**config.mk**
```make
export PLATFORM = sky130hd
export DESIGN_NAME = fa_cache_top
export DESIGN_NICKNAME = d
export VERILOG_FILES = /design/src/common/cache_geom_pkg.sv /design/src/common/cache_bus_pkg.sv /design/src/verilog/xfer_fifo.sv /design/src/cache_ctrl/tag_cam.sv /design/src/cache_ctrl/cache_ctrl.sv /design/src/verilog/mem_port.sv /design/src/verilog/fa_cache_top.sv
export SDC_FILE = /design/constraint.sdc
export NUM_CORES = 1
export LEC_CHECK = 0
export ABC_AREA = 1
export BUFFER_PORTS_ARGS = -buffer_cell sky130_fd_sc_hd__buf_2
export CAP_MARGIN = 25
export CORE_MARGIN = 2
export CORE_UTILIZATION = 50
export DETAILED_ROUTE_END_ITERATION = 8
export PLACE_DENSITY = 0.7
export SYNTH_ARGS = -nofsm -noshare
export SYNTH_HDL_FRONTEND = slang
export SYNTH_SLANG_ARGS = --single-unit
```
**constraint.sdc**
```tcl
create_clock -name clock_i -period 5 [get_ports clock_i]
set_clock_uncertainty 0.1 [all_clocks]
set_input_delay 0.5 -clock clock_i [delete_from_list [all_inputs] [get_ports clock_i]]
set_output_delay 0.5 -clock clock_i [all_outputs]
set_load 0.02 [all_outputs]
```
**src/common/cache_geom_pkg.sv**
```systemverilog
package cache_geom_pkg;

	// address layout
	// --------------------------------------------------
	// word address = { tag, word-in-block }
	localparam int WORD_ADDR_W = 16;  // word addressed, not byte
	localparam int BLOCK_W     = 2;   // word-in-block index bits
	localparam int BLOCK_WORDS = 4;   // words per line

	// cache capacity
	// --------------------------------------------------
	localparam int LINES  = 4;        // fully associative, any block in any line
	localparam int LINE_W = 2;

	// whole block number acts as the tag
	localparam int TAG_W = WORD_ADDR_W - BLOCK_W;

	typedef logic [31:0]          word_t;
	typedef logic [TAG_W-1:0]     tag_t;
	typedef logic [LINE_W-1:0]    line_t;
	typedef logic [WORD_ADDR_W-1:0] word_addr_t;

endpackage

```
**src/common/cache_bus_pkg.sv**
```systemverilog
package cache_bus_pkg;

	import cache_geom_pkg::*;

	// core side, wishbone classic slave
	// --------------------------------------------------
	typedef struct packed {
		logic       cyc;
		logic       stb;
		logic       we;   // 1 = store
		word_addr_t adr;
		word_t      dat;  // store data
	} core_req_t;

	typedef struct packed {
		logic  ack;   // single cycle
		word_t dat;   // load data, valid with ack
	} core_rsp_t;

	// memory side, wishbone classic master
	// --------------------------------------------------
	typedef struct packed {
		logic       cyc;
		logic       stb;
		logic       we;
		word_addr_t adr;
		word_t      dat;
	} wb_m2s_t;

	typedef struct packed {
		logic  ack;
		word_t dat;
	} wb_s2m_t;

	// block command, ctrl -> mem port
	// --------------------------------------------------
	typedef struct packed {
		logic       we;   // 1 = writeback, 0 = fill
		word_addr_t adr;  // block aligned, low BLOCK_W bits zero
	} mem_cmd_t;

endpackage

```
**src/verilog/xfer_fifo.sv**
```systemverilog
`timescale 1ns/1ns

module xfer_fifo #(
	parameter type T     = logic [31:0],
	parameter int  DEPTH = 4             // power of two
)(
	input  logic clock_i,
	input  logic resetn_i,

	input  logic push_i,
	input  T     push_data_i,
	output logic full_o,

	input  logic pop_i,
	output T     pop_data_o,   // head, valid while !empty_o
	output logic empty_o
);

	localparam int AW = (DEPTH > 1) ? $clog2(DEPTH) : 1;

	T              mem_q [2**AW];  // one slot per pointer value, DEPTH 1 included
	logic [AW-1:0] wr_ptr_q;
	logic [AW-1:0] rd_ptr_q;
	logic [AW:0]   count_q;     // one extra bit to tell full from empty

	logic          do_push;
	logic          do_pop;

	assign full_o  = (count_q == (AW+1)'(DEPTH));
	assign empty_o = (count_q == '0);

	assign do_push = push_i && !full_o;   // ignored when full
	assign do_pop  = pop_i && !empty_o;

	assign pop_data_o = mem_q[rd_ptr_q];

	// pointers wrap naturally at power of two depth
	always_ff @(posedge clock_i) begin
		if (!resetn_i) begin
			wr_ptr_q <= '0;
			rd_ptr_q <= '0;
			count_q  <= '0;
		end else begin
			if (do_push) wr_ptr_q <= wr_ptr_q + 1'b1;
			if (do_pop)  rd_ptr_q <= rd_ptr_q + 1'b1;
			if (do_push && !do_pop)      count_q <= count_q + 1'b1;
			else if (do_pop && !do_push) count_q <= count_q - 1'b1;
		end
	end

	always_ff @(posedge clock_i) begin
		if (do_push) mem_q[wr_ptr_q] <= push_data_i;
	end

endmodule

```
**src/cache_ctrl/tag_cam.sv**
```systemverilog
`timescale 1ns/1ns

module tag_cam import cache_geom_pkg::*; (
	input  logic  clock_i,
	input  logic  resetn_i,

	// associative search
	input  tag_t  search_tag_i,
	output logic  hit_o,
	output line_t hit_line_o,

	// tag install on refill
	input  logic  wr_i,
	input  line_t wr_line_i,
	input  tag_t  wr_tag_i,

	// victim readback
	input  line_t rd_line_i,
	output tag_t  rd_tag_o,
	output logic  rd_valid_o
);

	tag_t             tag_q [LINES];
	logic [LINES-1:0] valid_q;

	// compare against every line at once
	always_comb begin
		hit_o      = 1'b0;
		hit_line_o = '0;
		for (int i = 0; i < LINES; i++) begin
			if (valid_q[i] && (tag_q[i] == search_tag_i)) begin
				hit_o      = 1'b1;
				hit_line_o = line_t'(i);  // tags unique, at most one match
			end
		end
	end

	assign rd_tag_o   = tag_q[rd_line_i];
	assign rd_valid_o = valid_q[rd_line_i];

	always_ff @(posedge clock_i) begin
		if (!resetn_i) begin
			valid_q <= '0;
		end else if (wr_i) begin
			valid_q[wr_line_i] <= 1'b1;
		end
	end

	always_ff @(posedge clock_i) begin
		if (wr_i) tag_q[wr_line_i] <= wr_tag_i;  // new tag for the refilled line
	end

endmodule

```
**src/cache_ctrl/cache_ctrl.sv**
```systemverilog
`timescale 1ns/1ns

module cache_ctrl import cache_geom_pkg::*, cache_bus_pkg::*; (
	input  logic      clock_i,
	input  logic      resetn_i,

	// core port
	input  core_req_t core_req_i,
	output core_rsp_t core_rsp_o,

	// command buffer
	output logic      cmd_push_o,
	output mem_cmd_t  cmd_o,
	input  logic      cmd_full_i,

	// writeback buffer
	output logic      wb_push_o,
	output word_t     wb_data_o,
	input  logic      wb_full_i,

	// fill buffer
	output logic      fill_pop_o,
	input  word_t     fill_data_i,
	input  logic      fill_empty_i
);

	typedef enum logic [2:0] {
		ST_LOOKUP,     // idle, tag search on request
		ST_WB_CMD,     // issue writeback if victim dirty
		ST_WB_DATA,    // stream victim words out
		ST_FILL_CMD,   // issue block read
		ST_FILL_DATA   // write fill words into victim
	} state_t;

	state_t                     state_q;
	logic [BLOCK_W-1:0]         cnt_q;     // word within block transfer
	logic [LINES-1:0]           dirty_q;
	line_t                      repl_q;    // victim line once a miss starts
	core_rsp_t                  rsp_q;
	word_t                      data_q [LINES*BLOCK_WORDS];

	logic                       req_live;
	tag_t                       req_tag;
	logic                       hit;
	line_t                      hit_line;
	tag_t                       victim_tag;
	logic                       victim_valid;
	logic                       victim_dirty;
	logic                       last_word;
	logic [LINE_W+BLOCK_W-1:0]  hit_idx;
	logic [LINE_W+BLOCK_W-1:0]  xfer_idx;
	logic                       tag_wr;

	// lookup
	// --------------------------------------------------
	// rsp_q.ack guard keeps the acked request from being served twice
	assign req_live = core_req_i.cyc && core_req_i.stb && !rsp_q.ack;
	assign req_tag  = core_req_i.adr[WORD_ADDR_W-1:BLOCK_W];
	assign hit_idx  = {hit_line, core_req_i.adr[BLOCK_W-1:0]};
	assign xfer_idx = {repl_q, cnt_q};  // victim line, current word

	assign last_word    = (cnt_q == BLOCK_W'(BLOCK_WORDS - 1));
	assign victim_dirty = victim_valid && dirty_q[repl_q];

	tag_cam tag_cam_i (
		.clock_i      (clock_i),
		.resetn_i     (resetn_i),
		.search_tag_i (req_tag),
		.hit_o        (hit),
		.hit_line_o   (hit_line),
		.wr_i         (tag_wr),
		.wr_line_i    (repl_q),
		.wr_tag_i     (req_tag),       // core holds adr through the miss
		.rd_line_i    (repl_q),
		.rd_tag_o     (victim_tag),
		.rd_valid_o   (victim_valid)
	);

	// buffer side strobes
	// --------------------------------------------------
	always_comb begin
		cmd_push_o = 1'b0;
		cmd_o.we   = 1'b0;
		cmd_o.adr  = {req_tag, {BLOCK_W{1'b0}}};   // fill address by default
		if (state_q == ST_WB_CMD) begin
			cmd_push_o = victim_dirty && !cmd_full_i;
			cmd_o.we   = 1'b1;
			cmd_o.adr  = {victim_tag, {BLOCK_W{1'b0}}};
		end else if (state_q == ST_FILL_CMD) begin
			cmd_push_o = !cmd_full_i;
		end
	end

	assign wb_push_o  = (state_q == ST_WB_DATA) && !wb_full_i;
	assign wb_data_o  = data_q[xfer_idx];
	assign fill_pop_o = (state_q == ST_FILL_DATA) && !fill_empty_i;
	assign tag_wr     = fill_pop_o && last_word;  // tag lands with the last word

	assign core_rsp_o = rsp_q;

	// control fsm
	// --------------------------------------------------
	always_ff @(posedge clock_i) begin
		if (!resetn_i) begin
			state_q   <= ST_LOOKUP;
			cnt_q     <= '0;
			dirty_q   <= '0;
			repl_q    <= line_t'(LINES - 1);  // first miss wraps to line 0
			rsp_q.ack <= 1'b0;
		end else begin
			rsp_q.ack <= 1'b0;
			case (state_q)
				ST_LOOKUP: begin
					if (req_live && hit) begin
						rsp_q.ack <= 1'b1;
						if (core_req_i.we) dirty_q[hit_line] <= 1'b1;
					end else if (req_live) begin
						repl_q  <= repl_q + 1'b1;  // round robin victim
						state_q <= ST_WB_CMD;
					end
				end
				ST_WB_CMD: begin
					cnt_q <= '0;
					if (!victim_dirty) state_q <= ST_FILL_CMD;  // clean, skip writeback
					else if (!cmd_full_i) state_q <= ST_WB_DATA;
				end
				ST_WB_DATA: begin
					if (wb_push_o) begin
						cnt_q <= cnt_q + 1'b1;
						if (last_word) state_q <= ST_FILL_CMD;
					end
				end
				ST_FILL_CMD: begin
					cnt_q <= '0;
					if (!cmd_full_i) state_q <= ST_FILL_DATA;
				end
				ST_FILL_DATA: begin
					if (fill_pop_o) begin
						cnt_q <= cnt_q + 1'b1;
						if (last_word) begin
							dirty_q[repl_q] <= 1'b0;
							state_q         <= ST_LOOKUP;  // now hits the held request
						end
					end
				end
				default: state_q <= ST_LOOKUP;
			endcase
		end
	end

	// data array and read data
	// --------------------------------------------------
	always_ff @(posedge clock_i) begin
		if (state_q == ST_LOOKUP && req_live && hit) begin
			rsp_q.dat <= data_q[hit_idx];   // old word on a store, ignored by core
			if (core_req_i.we) data_q[hit_idx] <= core_req_i.dat;
		end
		if (fill_pop_o) data_q[xfer_idx] <= fill_data_i;
	end

endmodule

```
**src/verilog/mem_port.sv**
```systemverilog
`timescale 1ns/1ns

module mem_port import cache_geom_pkg::*, cache_bus_pkg::*; (
	input  logic     clock_i,
	input  logic     resetn_i,

	// command buffer
	output logic     cmd_pop_o,
	input  mem_cmd_t cmd_i,
	input  logic     cmd_empty_i,

	// writeback words in
	output logic     wb_pop_o,
	input  word_t    wb_data_i,
	input  logic     wb_empty_i,

	// fill words out
	output logic     fill_push_o,
	output word_t    fill_data_o,
	input  logic     fill_full_i,

	// wishbone classic master
	output wb_m2s_t  mem_m2s_o,
	input  wb_s2m_t  mem_s2m_i
);

	typedef enum logic [1:0] {
		MP_IDLE,   // wait for a command
		MP_GAP,    // between words, bus idle
		MP_BUS     // word cycle held until ack
	} mp_state_t;

	mp_state_t          state_q;
	logic [BLOCK_W-1:0] word_cnt_q;
	wb_m2s_t            m2s_q;

	logic               word_ack;
	logic               last_word;
	logic               can_start;

	// command stays at fifo head until the block is done
	assign word_ack  = (state_q == MP_BUS) && mem_s2m_i.ack;
	assign last_word = (word_cnt_q == BLOCK_W'(BLOCK_WORDS - 1));

	// write needs data ready, read needs room for the word
	assign can_start = cmd_i.we ? !wb_empty_i : !fill_full_i;

	assign wb_pop_o    = word_ack && cmd_i.we;
	assign fill_push_o = word_ack && !cmd_i.we;
	assign fill_data_o = mem_s2m_i.dat;
	assign cmd_pop_o   = word_ack && last_word;

	assign mem_m2s_o = m2s_q;

	// word sequencer
	// --------------------------------------------------
	always_ff @(posedge clock_i) begin
		if (!resetn_i) begin
			state_q    <= MP_IDLE;
			word_cnt_q <= '0;
			m2s_q.cyc  <= 1'b0;
			m2s_q.stb  <= 1'b0;
		end else begin
			case (state_q)
				MP_IDLE: begin
					if (!cmd_empty_i) state_q <= MP_GAP;
				end
				MP_GAP: begin
					if (can_start) begin
						m2s_q.cyc <= 1'b1;
						m2s_q.stb <= 1'b1;
						state_q   <= MP_BUS;
					end
				end
				MP_BUS: begin
					if (mem_s2m_i.ack) begin
						m2s_q.cyc  <= 1'b0;   // drop for a cycle between words
						m2s_q.stb  <= 1'b0;
						word_cnt_q <= word_cnt_q + 1'b1;   // wraps to 0 after last
						state_q    <= last_word ? MP_IDLE : MP_GAP;
					end
				end
				default: state_q <= MP_IDLE;
			endcase
		end
	end

	// address and write data, latched as the cycle opens
	always_ff @(posedge clock_i) begin
		if (state_q == MP_GAP && can_start) begin
			m2s_q.we  <= cmd_i.we;
			m2s_q.adr <= {cmd_i.adr[WORD_ADDR_W-1:BLOCK_W], word_cnt_q};
			m2s_q.dat <= wb_data_i;   // don't care on reads
		end
	end

endmodule

```
**src/verilog/fa_cache_top.sv**
```systemverilog
`timescale 1ns/1ns

module fa_cache_top import cache_geom_pkg::*, cache_bus_pkg::*; (
	input  logic      clock_i,
	input  logic      resetn_i,
	input  core_req_t core_req_i,
	output core_rsp_t core_rsp_o,
	output wb_m2s_t   mem_m2s_o,
	input  wb_s2m_t   mem_s2m_i
);

	// ctrl -> cmd fifo -> mem port
	logic     cmd_push, cmd_full, cmd_pop, cmd_empty;
	mem_cmd_t cmd_in, cmd_out;

	// ctrl -> wb fifo -> mem port
	logic     wb_push, wb_full, wb_pop, wb_empty;
	word_t    wb_in, wb_out;

	// mem port -> fill fifo -> ctrl
	logic     fill_push, fill_full, fill_pop, fill_empty;
	word_t    fill_in, fill_out;

	cache_ctrl cache_ctrl_i (
		.clock_i (clock_i), .resetn_i (resetn_i),
		.core_req_i (core_req_i), .core_rsp_o (core_rsp_o),
		.cmd_push_o (cmd_push), .cmd_o (cmd_in), .cmd_full_i (cmd_full),
		.wb_push_o (wb_push), .wb_data_o (wb_in), .wb_full_i (wb_full),
		.fill_pop_o (fill_pop), .fill_data_i (fill_out), .fill_empty_i (fill_empty)
	);

	// one block deep each
	// --------------------------------------------------
	xfer_fifo #(.T(mem_cmd_t), .DEPTH(BLOCK_WORDS)) cmd_fifo (
		.clock_i (clock_i), .resetn_i (resetn_i),
		.push_i (cmd_push), .push_data_i (cmd_in), .full_o (cmd_full),
		.pop_i (cmd_pop), .pop_data_o (cmd_out), .empty_o (cmd_empty)
	);

	xfer_fifo #(.T(word_t), .DEPTH(BLOCK_WORDS)) wb_fifo (
		.clock_i (clock_i), .resetn_i (resetn_i),
		.push_i (wb_push), .push_data_i (wb_in), .full_o (wb_full),
		.pop_i (wb_pop), .pop_data_o (wb_out), .empty_o (wb_empty)
	);

	xfer_fifo #(.T(word_t), .DEPTH(BLOCK_WORDS)) fill_fifo (
		.clock_i (clock_i), .resetn_i (resetn_i),
		.push_i (fill_push), .push_data_i (fill_in), .full_o (fill_full),
		.pop_i (fill_pop), .pop_data_o (fill_out), .empty_o (fill_empty)
	);

	mem_port mem_port_i (
		.clock_i (clock_i), .resetn_i (resetn_i),
		.cmd_pop_o (cmd_pop), .cmd_i (cmd_out), .cmd_empty_i (cmd_empty),
		.wb_pop_o (wb_pop), .wb_data_i (wb_out), .wb_empty_i (wb_empty),
		.fill_push_o (fill_push), .fill_data_o (fill_in), .fill_full_i (fill_full),
		.mem_m2s_o (mem_m2s_o), .mem_s2m_i (mem_s2m_i)
	);

endmodule

```
==> impl_metrics.py <==
metrics = {
    "synthesis": {
        "ys_seq_area_frac": 0.673,
        "ys_top_cells_by_area": "edfxtp_1 65%, o21ai_0 8.4%, nor2_1 5.1%",
        "syn_avg_cell_area_um2": 10.9,
        "netlist_area_um2": 44500,
        "synth.distinct_cells": 34,
        "synth_cells": 4088,
        "async_reset_ff_frac": 0,
        "synth_top_area_frac": 0.652,
        "yosysTopAreaCell": "edfxtp_1",
        "yosys_warnings": 0,
        "synthTopCellsByCount": "965 x edfxtp_1, 743 x o21ai_0, 607 x nor2_1",
        "synth_edf_count": 965,
        "syn_nets": 4198,
        "synth_most_common_cell": "edfxtp_1",
        "ys_ff_latch": 1013,
        "synth_flop_cell": "edfxtp_1",
    },
    "sta": {
        "tightest_slew_ps": 1190,
        "hold_ws_ps": 27.8,
        "finalHoldViolCount": 0,
        "setup_viol": 0,
        "fmax_ghz": 0.274,
        "rsz0062_at_grt": "no",
        "relSlewSlack": 0.207,
        "fin_setup_tns_ps": 0,
        "fin_crit_sh": 0.729,
        "fin_crit_ps": 3650,
        "drv_slew": 0,
    },
    "min_path": {
        "hp-class": "primary input to flip-flop",
        "whs_path_depth": 1,
        "worst_hold_startpoint": "core_req_i[34]",
        "whs_endpoint": "cache_ctrl_i.tag_cam_i.tag_q[3][0]",
    },
    "route": {
        "vias_per_cell": 6.05,
        "totalWireLength_mm": 125,
        "drt_iter0_drc": 4085,
        "vias": 33100,
        "drt_pre_antenna_iters": 6,
        "drtAntennaViolNets": 0,
        "drcViolationCount": 0,
        "wl_per_cell_um": 23.0,
    },
    "die": {
        "dieWidth_um": 302,
        "dieArea_um2": 91300,
        "fp-row-count": 109,
        "initial_utilization": 0.504,
        "die_h_um": 302,
        "design.core.area_um2": 88200,
        "pin_count": 170,
    },
    "cts": {
        "clk_latency_ps": 670,
        "htreeDepth": 3,
        "clockBufferDepth": 3,
        "cts_tree": "done",
        "clkSinkCount": 1013,
        "cts_made_buffers": 100,
        "clkTransAtPathRegs_ps": 60,
        "cts_root_buf": "clkbuf_16",
    },
    "finish": {
        "n_fill_cell": 7051,
        "area_growth_pct": 13.5,
        "nets": 4327,
        "drive_gt1_frac": 0.110,
    },
    "global_route": {
        "grt_pass1_wl_mm": 187,
        "grt_use_total": 0.271,
        "antenna_found_initial": 7,
        "grt_max_degree": 214,
        "grt_pass1_vias": 31400,
        "gr-total-overflow": 0,
    },
    "run": {
        "drv_cap": 0,
    },
    "run_status": {
        "status": "finished, final reports clean",
    },
    "pwr": {
        "ir_drop_v": 0.000264,
        "combPwrFrac": 0.212,
        "p_leak_nw": 17.6,
        "powerDensity_nw_per_um2": 446,
        "p_int_w": 0.0156,
        "clkPwrFrac": 0.328,
        "seq_power_share": 0.460,
        "power.switching_w": 0.00694,
        "switching_share": 0.308,
    },
    "critical_path": {
        "crit_arrival_ps": 3890,
        "setup.worst_path.end_class": "flip-flop",
        "rr_worst_depth": 12,
        "reg2reg_from": "cache_ctrl_i.tag_cam_i.tag_q[3][13]",
        "crit_required_ps": 5250,
        "r2r_end": "cache_ctrl_i.data_q[3][16]",
        "r2r_slack_ps": 1350,
        "cp-start-kind": "flip-flop",
        "crit_type": "flip-flop to flip-flop",
        "critPathMaxFanout": 20,
    },
    "placed_design": {
        "place_congestion": 0.882,
        "portBuffers": 169,
        "post-dp-hpwl_mm": 74.1,
    },
}
[per-stage QoR]
stage | area [µm²] | cells | power (W) | util | setup WS (ps)
6_report | 50500 | 5465 | 0.0225 | 0.572 | 1350
4_1_cts | 50400 | 5456 | 0.0225 | 0.571 | 1410
3_3_place_gp | 46900 | 5241 | 0.0150 | 0.531 | 1190
5_1_grt | 50500 | 5463 | 0.0234 | 0.572 | 1190
3_5_place_dp | 46900 | 5244 | 0.0152 | 0.532 | 1150
2_1_floorplan | 44500 | 4088 | 0.0134 | - | 1300
[final cells by class]
| type | instances | area [µm²] | share of cell area |
|---|---|---|---|
| inverter | 244 | 922 | 0.0183 |
| antenna | 5 | 12.5 | 0.000248 |
| clock inverter | 56 | 538 | 0.0107 |
| multi-input combinational | 2554 | 12700 | 0.252 |
| sequential | 1013 | 30000 | 0.593 |
| timing repair buffer | 304 | 2230 | 0.0442 |
| clock buffer | 124 | 2640 | 0.0522 |
| tap | 1165 | 1460 | 0.0289 |
[worst max-delay path by stage]
stage / start / to
after floorplan: core_req_i[40] / cache_ctrl_i.data_q[10][0]
after global placement: core_req_i[39] / cache_ctrl_i.data_q[15][11]
after detailed placement: core_req_i[39] / cache_ctrl_i.data_q[15][11]
after CTS: cache_ctrl_i.tag_cam_i.tag_q[3][13] / cache_ctrl_i.data_q[3][27]
after global routing: cache_ctrl_i.tag_cam_i.tag_q[3][13] / cache_ctrl_i.data_q[3][16]
final: cache_ctrl_i.tag_cam_i.tag_q[3][13] / cache_ctrl_i.data_q[3][16]
[per-layer routing]
layer  share of wire  vias to the layer above  track usage
li1                -                    15000            -
met1            0.38                    15800        0.356
met2            0.47                     1901        0.443
met3           0.098                      361       0.0455
met4           0.045                        6        0.124
met5         0.00032                        -            0
[critical path, stage by stage (launching register included)]
cell,delay (ps)
edfxtp_1,380
inv_1,100
nand2_1,50
o21ai_0,90
nor2_1,70
nand2_1,60
nor2_1,60
nand2_2,440
nand2_1,220
o21ai_1,400
nand2_1,350
nor2_4,670
buf_12,310
[sequential cells by signal, indices dropped and copies added, names as in the netlist, 3 cells and up, named ones only]
register,count
cache_ctrl_i.data_q,512
fill_fifo.mem_q,128
wb_fifo.mem_q,128
cmd_fifo.mem_q,60
cache_ctrl_i.tag_cam_i.tag_q,56
mem_port_i.mem_m2s_o,50
cache_ctrl_i.core_rsp_o,33
cache_ctrl_i.dirty_q,4
cache_ctrl_i.tag_cam_i.valid_q,4
cache_ctrl_i.state_q,3
cmd_fifo.count_q,3
fill_fifo.count_q,3
wb_fifo.count_q,3
[repair_timing]
action,in CTS,in global routing
hold buffers,32,0
hold endpoints to repair,128,0
gates resized for setup,0,0
buffers inserted,0,0
[layout by cell type, fill, tap and decap left out, types with 10 or more instances in the layout]
cell type      count
dlygate4sd3_1     32
buf_12            21
nor3_1            11
a32o_1            32
a21oi_1          322
nand3_1           39
inv_2             17
o21ai_0          743
clkinv_1          31
edfxtp_1         965
o221ai_1         110
ha_1              21
bufinv_16         10
clkbuf_16        102
nor2_4            27
o21ai_1           11
o211ai_1          45
nand2_1          484
a31oi_1           29
clkbuf_1          22
inv_1            222
clkinv_2          11
nor2_1           581
o22ai_1           64
buf_4             81
buf_2            168
dfxtp_1           42
[kinds of logic (layout without fill, tap and decap cells)]
group,after synthesis,after routing,share of synthesized area
xor+xnor,9,9,0.00177
simple gates,1158,1158,0.101
fa+ha+maj,24,24,0.00726
flops,1013,1013,0.673
buf+inv,521,728,0.0450
other cells,0,5,0
compound gates,1363,1363,0.172
[power by group through the flow]
stage	registers, W	logic [W]	clock network, W
3_5_place_dp	0.0105	0.00461	0
2_1_floorplan	0.0105	0.00296	0
5_1_grt	0.0104	0.00523	0.00778
4_1_cts	0.0104	0.00465	0.00745
3_3_place_gp	0.0105	0.00451	0
6_report	0.0104	0.00478	0.00738
Power figures use the tool's default switching activity.
